### config.mk
export PLATFORM = sky130hd
export DESIGN_NAME = obj_sprite_top
export DESIGN_NICKNAME = d
export VERILOG_FILES = /design/src/design/obj_pkg.sv /design/src/design/obj_table_if.sv /design/src/design/obj_dma.sv /design/src/design/obj_mmr.sv /design/src/design/obj_scan.sv /design/src/design/obj_sprite_top.sv /design/src/design/obj_table_ram.sv
export SDC_FILE = /design/constraint.sdc
export NUM_CORES = 2
export LEC_CHECK = 0
export BUFFER_PORTS_ARGS = -buffer_cell sky130_fd_sc_hd__buf_2
export CORE_MARGIN = 3
export CORE_UTILIZATION = 30
export CTS_CLUSTER_DIAMETER = 50
export CTS_CLUSTER_SIZE = 16
export DETAILED_ROUTE_END_ITERATION = 10
export PLACE_DENSITY = 0.41
export SLEW_MARGIN = 5
export SYNTH_ARGS = -nofsm -noshare
export SYNTH_HDL_FRONTEND = slang
export SYNTH_HIERARCHICAL = 1
export SYNTH_SLANG_ARGS = --single-unit
### constraint.sdc
create_clock -name clk -period 5.4 [get_ports clk]
set_input_delay 1.08 -clock clk [delete_from_list [all_inputs] [get_ports clk]]
set_output_delay 1.08 -clock clk [all_outputs]
set_load 0.02 [all_outputs]
### src/design/obj_pkg.sv
// sprite scanner shared definitions
`default_nettype none

package obj_pkg;

    // object table geometry
    localparam int OBJ_COUNT = 32;
    localparam int OBJ_AW    = 5;
    localparam int TBL_AW    = 7;   // object index plus 2-bit word index
    localparam int DMA_WORDS = 256; // 8 words per object
    localparam int EXT_AW    = 8;

    // cpu register map
    localparam logic [2:0] REG_XOFF = 3'd0;
    localparam logic [2:0] REG_YOFF = 3'd1;
    localparam logic [2:0] REG_CFG  = 3'd2;
    localparam logic [2:0] REG_TRIG = 3'd3;

    // lines on which a scan may start
    localparam logic [8:0] LINE_FIRST = 9'd16;
    localparam logic [8:0] LINE_LAST  = 9'd255;

    // configuration byte fields
    localparam int CFG_HFLIP  = 0;
    localparam int CFG_VFLIP  = 1;
    localparam int CFG_DMA_EN = 4;

    // per-object walk, one cycle per table fetch
    typedef enum logic [2:0] {
        IDLE,
        HDR,
        POS,
        ATTR,
        ROW,
        DRAW
    } scan_state_t;

    // square objects, height and width grow together
    typedef enum logic [1:0] {
        SZ16,
        SZ32,
        SZ64,
        SZ128
    } obj_size_t;

endpackage

`default_nettype wire

### src/design/obj_table_if.sv
// object table write port
`timescale 1ns/1ns
`default_nettype none

interface obj_table_if;
    import obj_pkg::*;

    logic [TBL_AW-1:0] wr_addr;
    logic [15:0]       wr_data;
    logic              we_even; // even words of each object
    logic              we_odd;

    // dma side
    modport src (output wr_addr, wr_data, we_even, we_odd);

    // table ram side
    modport sink (input wr_addr, wr_data, we_even, we_odd);

endinterface

`default_nettype wire

### src/design/obj_dma.sv
// object table dma
`timescale 1ns/1ns
`default_nettype none

module obj_dma (
    input  logic                       rst,
    input  logic                       clk,
    input  logic                       trig,
    input  logic                       cfg_dma_en,
    input  logic                       vs,
    output logic [obj_pkg::EXT_AW-1:0] ext_addr,
    input  logic [15:0]                ext_data,
    output logic                       dma_bsy,
    obj_table_if.src                   tbl
);
    import obj_pkg::*;

    logic              pending;
    logic              vs_l;
    logic              run;   // address phase
    logic              wr_vld; // data phase, one cycle behind run
    logic              start;
    logic [EXT_AW-1:0] addr_d;

    assign start   = vs & ~vs_l & pending & ~dma_bsy;
    assign dma_bsy = run | wr_vld;

    always_ff @(posedge clk or posedge rst) begin
        if (rst) begin
            pending  <= 1'b0;
            vs_l     <= 1'b0;
            run      <= 1'b0;
            wr_vld   <= 1'b0;
            ext_addr <= '0;
        end else begin
            vs_l   <= vs;
            wr_vld <= run;
            if (trig && cfg_dma_en) begin
                pending <= 1'b1;
            end
            if (start) begin
                pending  <= 1'b0;
                run      <= 1'b1;
                ext_addr <= '0;
            end else if (run) begin
                ext_addr <= ext_addr + 1'b1;
                if (ext_addr == EXT_AW'(DMA_WORDS - 1)) begin
                    run <= 1'b0;
                end
            end
        end
    end

    // address of the word now on ext_data
    always_ff @(posedge clk) begin
        addr_d <= ext_addr;
    end

    // word k goes to table address k/2, bank picked by k[0]
    assign tbl.wr_addr = addr_d[EXT_AW-1:1];
    assign tbl.wr_data = ext_data;
    assign tbl.we_even = wr_vld & ~addr_d[0];
    assign tbl.we_odd  = wr_vld & addr_d[0];

endmodule

`default_nettype wire

### src/design/obj_mmr.sv
// sprite cpu registers
`timescale 1ns/1ns
`default_nettype none

module obj_mmr (
    input  logic        rst,
    input  logic        clk,
    input  logic        cs,
    input  logic        cpu_we,
    input  logic [2:0]  cpu_addr,
    input  logic [15:0] cpu_dout,
    output logic [9:0]  xoff,
    output logic [9:0]  yoff,
    output logic [7:0]  cfg,
    output logic        trig
);
    import obj_pkg::*;

    logic wr_en;

    assign wr_en = cs & cpu_we;

    always_ff @(posedge clk or posedge rst) begin
        if (rst) begin
            xoff <= '0;
            yoff <= '0;
            cfg  <= '0;
            trig <= 1'b0;
        end else begin
            trig <= 1'b0; // single cycle strobe
            if (wr_en) begin
                case (cpu_addr)
                    REG_XOFF: xoff <= cpu_dout[9:0];
                    REG_YOFF: yoff <= cpu_dout[9:0];
                    REG_CFG:  cfg  <= cpu_dout[7:0];
                    REG_TRIG: trig <= 1'b1; // data ignored
                    default: begin
                        // unmapped, write dropped
                    end
                endcase
            end
        end
    end

endmodule

`default_nettype wire

### src/design/obj_scan.sv
// per-line sprite table scanner
`timescale 1ns/1ns
`default_nettype none

module obj_scan (
    input  logic                       rst,
    input  logic                       clk,
    input  logic                       hs,
    input  logic [8:0]                 vdump,
    input  logic [9:0]                 xoff,
    input  logic [9:0]                 yoff,
    input  logic                       ghflip,
    input  logic                       gvflip,
    output logic [obj_pkg::TBL_AW-1:0] rd_addr,
    input  logic [15:0]                rd_even,
    input  logic [15:0]                rd_odd,
    output logic                       dr_start,
    input  logic                       dr_busy,
    output logic [13:0]                code,
    output logic [7:0]                 attr,
    output logic                       hflip,
    output logic                       vflip,
    output logic [8:0]                 hpos,
    output logic [3:0]                 ysub
);
    import obj_pkg::*;

    scan_state_t       state;
    scan_state_t       state_nx;
    logic [OBJ_AW-1:0] obj;
    logic [OBJ_AW-1:0] obj_nx;
    logic [1:0]        word_nx;
    logic              hs_l;
    logic              restart;
    logic              last_obj;
    logic              issue;
    logic [2:0]        col;
    logic [2:0]        cmask;   // columns minus one
    logic [2:0]        col_eff;
    logic [2:0]        rowt_eff;
    logic              hf_eff;
    logic              vf_eff;
    logic [13:0]       draw_code;
    // working copy of the current object
    logic [8:0]        line;
    logic [13:0]       base;
    logic              ohf;
    logic              ovf;
    obj_size_t         size;
    logic [9:0]        x;
    logic [9:0]        y;
    logic [8:0]        row;
    logic [7:0]        attr_w;

    assign restart  = hs & ~hs_l & (vdump >= LINE_FIRST) & (vdump <= LINE_LAST);
    assign last_obj = obj == OBJ_AW'(OBJ_COUNT - 1);

    always_comb begin
        case (size)
            SZ16:    cmask = 3'd0;
            SZ32:    cmask = 3'd1;
            SZ64:    cmask = 3'd3;
            default: cmask = 3'd7;
        endcase
    end

    assign hf_eff    = ohf ^ ghflip;
    assign vf_eff    = ovf ^ gvflip;
    assign col_eff   = hf_eff ? (col ^ cmask) : col;
    assign rowt_eff  = vf_eff ? (row[6:4] & cmask) ^ cmask : row[6:4] & cmask;
    assign draw_code = base + (14'(rowt_eff) << size) + 14'(col_eff);

    always_comb begin
        state_nx = state;
        obj_nx   = obj;
        issue    = 1'b0;
        if (restart) begin
            state_nx = HDR;
            obj_nx   = '0;
        end else begin
            case (state)
                HDR: begin
                    if (rd_even[15]) begin
                        state_nx = POS;
                    end else begin
                        state_nx = last_obj ? IDLE : HDR;
                        obj_nx   = obj + 1'b1;
                    end
                end
                POS:  state_nx = ATTR;
                ATTR: state_nx = ROW;
                ROW: begin
                    if (row[8:4] <= {2'b00, cmask}) begin // row below height
                        state_nx = DRAW;
                    end else begin
                        state_nx = last_obj ? IDLE : HDR;
                        obj_nx   = obj + 1'b1;
                    end
                end
                DRAW: begin
                    // one request, then a gap cycle before the next
                    if (!dr_busy && !dr_start) begin
                        issue = 1'b1;
                        if (col == cmask) begin
                            state_nx = last_obj ? IDLE : HDR;
                            obj_nx   = obj + 1'b1;
                        end
                    end
                end
                default: state_nx = IDLE;
            endcase
        end
    end

    // fetch ahead so data lands in the state that needs it
    always_comb begin
        case (state_nx)
            HDR:     word_nx = 2'd0;
            POS:     word_nx = 2'd1;
            default: word_nx = 2'd3;
        endcase
    end
    assign rd_addr = {obj_nx, word_nx};

    always_ff @(posedge clk or posedge rst) begin
        if (rst) begin
            state    <= IDLE;
            obj      <= '0;
            hs_l     <= 1'b0;
            dr_start <= 1'b0;
            col      <= '0;
        end else begin
            state    <= state_nx;
            obj      <= obj_nx;
            hs_l     <= hs;
            dr_start <= issue;
            if (state == HDR) begin
                col <= '0;
            end else if (issue) begin
                col <= col + 1'b1;
            end
        end
    end

    always_ff @(posedge clk) begin
        if (restart) begin
            line <= vdump;
        end
        case (state)
            HDR: begin
                base <= rd_odd[13:0];
                ovf  <= rd_even[13];
                ohf  <= rd_even[12];
                size <= obj_size_t'(rd_even[9:8]);
            end
            POS: begin
                y <= (gvflip ? -rd_even[9:0] : rd_even[9:0]) + yoff;
                x <= (ghflip ? -rd_odd[9:0] : rd_odd[9:0]) + xoff;
            end
            ATTR: begin
                attr_w <= rd_even[7:0];
                row    <= line - y[8:0]; // wraps mod 512
            end
            default: begin
            end
        endcase
        // draw bus only moves together with dr_start
        if (issue) begin
            code  <= draw_code;
            attr  <= attr_w;
            hflip <= hf_eff;
            vflip <= vf_eff;
            hpos  <= x[8:0] + {2'b00, col, 4'b0000};
            ysub  <= vf_eff ? ~row[3:0] : row[3:0];
        end
    end

endmodule

`default_nettype wire

### src/design/obj_sprite_top.sv
// sprite line scanner top
`timescale 1ns/1ns
`default_nettype none

module obj_sprite_top (
    input  logic                       rst,
    input  logic                       clk,
    input  logic                       cs,
    input  logic                       cpu_we,
    input  logic [2:0]                 cpu_addr,
    input  logic [15:0]                cpu_dout,
    output logic [obj_pkg::EXT_AW-1:0] ext_addr,
    input  logic [15:0]                ext_data,
    output logic                       dma_bsy,
    input  logic                       hs,
    input  logic                       vs,
    input  logic [8:0]                 vdump,
    output logic                       dr_start,
    input  logic                       dr_busy,
    output logic [13:0]                code,
    output logic [7:0]                 attr,
    output logic                       hflip,
    output logic                       vflip,
    output logic [8:0]                 hpos,
    output logic [3:0]                 ysub
);
    import obj_pkg::*;

    logic [9:0]        xoff;
    logic [9:0]        yoff;
    logic [7:0]        cfg;
    logic              trig;
    logic [TBL_AW-1:0] rd_addr;
    logic [15:0]       rd_even;
    logic [15:0]       rd_odd;

    obj_table_if u_tbl_if ();

    obj_mmr u_mmr (
        .rst      (rst),
        .clk      (clk),
        .cs       (cs),
        .cpu_we   (cpu_we),
        .cpu_addr (cpu_addr),
        .cpu_dout (cpu_dout),
        .xoff     (xoff),
        .yoff     (yoff),
        .cfg      (cfg),
        .trig     (trig)
    );

    obj_dma u_dma (
        .rst        (rst),
        .clk        (clk),
        .trig       (trig),
        .cfg_dma_en (cfg[CFG_DMA_EN]),
        .vs         (vs),
        .ext_addr   (ext_addr),
        .ext_data   (ext_data),
        .dma_bsy    (dma_bsy),
        .tbl        (u_tbl_if.src)
    );

    obj_table_ram u_even (
        .clk      (clk),
        .wr       (u_tbl_if.sink),
        .odd_bank (1'b0),
        .rd_addr  (rd_addr),
        .rd_data  (rd_even)
    );

    obj_table_ram u_odd (
        .clk      (clk),
        .wr       (u_tbl_if.sink),
        .odd_bank (1'b1),
        .rd_addr  (rd_addr),
        .rd_data  (rd_odd)
    );

    obj_scan u_scan (
        .rst      (rst),
        .clk      (clk),
        .hs       (hs),
        .vdump    (vdump),
        .xoff     (xoff),
        .yoff     (yoff),
        .ghflip   (cfg[CFG_HFLIP]),
        .gvflip   (cfg[CFG_VFLIP]),
        .rd_addr  (rd_addr),
        .rd_even  (rd_even),
        .rd_odd   (rd_odd),
        .dr_start (dr_start),
        .dr_busy  (dr_busy),
        .code     (code),
        .attr     (attr),
        .hflip    (hflip),
        .vflip    (vflip),
        .hpos     (hpos),
        .ysub     (ysub)
    );

endmodule

`default_nettype wire

### src/design/obj_table_ram.sv
// object table ram bank
`timescale 1ns/1ns
`default_nettype none

module obj_table_ram (
    input  logic                       clk,
    obj_table_if.sink                  wr,
    input  logic                       odd_bank,
    input  logic [obj_pkg::TBL_AW-1:0] rd_addr,
    output logic [15:0]                rd_data
);
    import obj_pkg::*;

    logic [15:0] mem [0:(1<<TBL_AW)-1];
    logic        we;

    // each bank answers only its own enable
    assign we = odd_bank ? wr.we_odd : wr.we_even;

    always_ff @(posedge clk) begin
        if (we) begin
            mem[wr.wr_addr] <= wr.wr_data;
        end
        rd_data <= mem[rd_addr]; // one cycle read
    end

endmodule

`default_nettype wire

==> results.md <==
* Number of top-level pins at 98
* Std cell rows at 250
* Drt pass-1 iters at 7
* Cell leakage power at 52.4 nW
* Total CTS buffers at 430
* Clock slew seen by the registers of the worst setup and hold paths at 0.06 ns
* Total instance count after detailed placement at 12,300
* Routed via count at 64,400
* Type of the worst setup path: flop to flop
* Detailed-route DRC error count at 0
* Number of I/O port buffers at 89
* Die boundary height at 691 µm
* Number of global-route vias before repair at 67,100
* Worst Path Max Fanout at 24
* Transition time at the pin with the least slew margin at 1.25 ns
* Critical Path RT at 6.22 ns
* Number of nets in the finished design at 6,676
* Overall die area at 477,000 µm²
* Placed wire-length estimate after detailed placement at 236 mm
* Layout cell share with drive strength beyond 1 at 36.7%
* Arrival @ worst endpoint at 6.00 ns
* Sum Neg Setup Slack at 0 ns
* Power dissipated by switching net loads at 14.1 mW
* Fraction of power spent switching nets at 22.2%
* Worst clock skew at 0.0458 ns
* Overall die width at 691 µm
* Fmax at 193 MHz
* YS warnings at 6
* Power consumption at 63.4 mW
* Final Hold Vio Count at 0
* Core Util, Final at 35.9%
* Global-route wire length before repair at 536 mm
* Setup violations, final at 0
* Synth-to-layout area growth at 18.8%
* Post-synth design cell area at 141,000 µm²
* Standard cell area after detailed placement at 152,000 µm²
* Clock network power share at 47.2%
* Clock tree root driver cell: sky130_fd_sc_hd__clkbuf_16
* Total global-route track usage at 15.7%
* Latest clock arrival within the worst-skew pair at 0.97 ns
* Bufs on Longest Clock Path at 4
* Period utilization at 95.9%
* Shortest clock period the worst path allows after layout at 5.18 ns
* Endpoint type of the worst setup path: flop
* Number of design-rule violations left by the first detailed-router iteration at 5,580
* Max-cap violations at 0
* Pin count of the biggest net entering global routing at 145
* Htree depth at 5
* Filler cells at 42,600
* Internal power of the cells at 49.4 mW
* Worst ir drop on vdd at 0.000251 V
* Core outline area at 465,000 µm²
* Synthesized netlist cell count at 5,916
* Worst Setup Start Kind: flop
* Antenna violations before repair at 48
* PwrDens at 380 nW/µm²
* TritonCTS clock tree: yes
* Mean post-synth cell area at 23.8 µm²
* Part of the power in registers at 49.1%
* Mean number of vias per cell at 4.90
* Cell Count, Final, Fillers Out at 13,100
* Starting density of the core at 30.2%
* Detailed-route wire length per cell at 28.9 µm
* Worst slew slack as a fraction of its limit at 16.6%
* Routability Congestion at 0.747
* Classification of the worst-slack hold path: input pin to flop
* Number of nets in the synthesized netlist at 6,027
* Min Hold Slack at 0.252 ns
* Residual overflow from global routing at 0
* Run status: complete, no violations
* Aggregate routed wire length at 380 mm
* Final worst-path setup slack at 0.219 ns
* Final Cell Area at 167,000 µm²
* Unrepaired setup endpoints after global routing: no
* Combinational Power Share at 3.7%
* Remaining antenna violation count after routing at 0
* Place WS at 0.0562 ns
* CTS Sinks at 3,637
* Final number of max-transition violations at 0
==> power groups by stage <==
stage | Combinational (mW) | Clock [mW] | Sequential, mW
2_1_floorplan | 1.44 | 0 | 31.7
3_5_place_dp | 2.41 | 0 | 31.8
5_1_grt | 2.55 | 32.0 | 31.1
4_1_cts | 2.42 | 30.8 | 31.2
6_report | 2.34 | 30.0 | 31.2
3_3_place_gp | 2.38 | 0 | 31.8
==> sequential cells by signal, indices dropped and copies added, names as in the netlist, 9 cells and up <==
name,flops
u_mmr/yoff,9
u_scan/code,14
u_even/rd_data,13
u_mmr/xoff,9
u_scan/line,9
u_even/mem,1664
u_scan/row,9
u_odd/rd_data,14
u_odd/mem,1792
u_scan/hpos,9
u_scan/x,9
u_scan/y,9
u_scan/base,14
==> what timing repair did <==
item                       CTS  global route
gates resized for setup      0             2
hold buffers                 0             0
buffers inserted             0             2
setup endpoints to repair    0            27
==> area by class of cell <==
class                   instances  area [µm²]  share of cell area (%)
diodes                         19        47.5                  0.0284
clock inverters               344        3960                    2.37
inverters                      42         158                  0.0943
repair buffers                572        5230                    3.13
clock buffers                 466       11000                    6.56
multi-input cells            1882       30500                    18.2
flip-flops and latches       3637      109000                    65.0
well taps                    6174        7720                    4.62
==> placed cells by master (no fill, tap or decap), drive strengths merged, types with 19 or more instances in the layout <==
cell type,n
dfxtp,35
xnor2,50
ha,52
nand2,60
diode,19
buf,572
o21ai,24
mux4,1134
inv,146
clkinvlp,43
clkbuf,466
dfrtp,47
clkinv,151
a21oi,19
bufinv,46
mux2,51
edfxtp,3555
nand3,25
nor2,298
==> final timing paths <==
path                            slack, ns                from                to  cells past startpoint
worst min-delay path                 0.25                  hs       u_scan/hs_l                      1
worst min register to register       0.42  u_even/rd_data[12]        u_scan/ohf                      0
max in group asynchronous            4.31                 rst        u_mmr/trig                      2
worst max register to register       0.22      u_scan/size[1]  u_odd/rd_data[6]                     15
min in group asynchronous            0.38                 rst     u_dma/pending                      2
worst max-delay path                 0.22      u_scan/size[1]  u_odd/rd_data[6]                     15
==> routing by layer <==
| metal | wire length, µm | GRT usage [%] | up-vias |
|---|---|---|---|
| met5 | 40 | 0 | - |
| met4 | 8540 | 3.50 | 6 |
| met3 | 24300 | 3.45 | 459 |
| met2 | 175000 | 24.4 | 1646 |
| met1 | 172000 | 22.7 | 35600 |
| li1 | - | - | 26600 |
==> critical path, cell delays in order (launching register included) <==
cell                       delay (ns)
sky130_fd_sc_hd__edfxtp_1        0.50
sky130_fd_sc_hd__nand2_1         0.18
sky130_fd_sc_hd__inv_1           0.09
sky130_fd_sc_hd__ha_1            0.30
sky130_fd_sc_hd__nand3_1         0.09
sky130_fd_sc_hd__o21ai_0         0.07
sky130_fd_sc_hd__o21ai_0         0.39
sky130_fd_sc_hd__buf_4           0.21
sky130_fd_sc_hd__and4_4          0.28
sky130_fd_sc_hd__mux2_8          0.30
sky130_fd_sc_hd__buf_12          0.20
sky130_fd_sc_hd__buf_4           0.39
sky130_fd_sc_hd__mux4_2          0.44
sky130_fd_sc_hd__mux4_2          0.57
sky130_fd_sc_hd__mux4_2          0.65
sky130_fd_sc_hd__mux2_2          0.33
No activity file was read; power rests on OpenSTA's default activity.
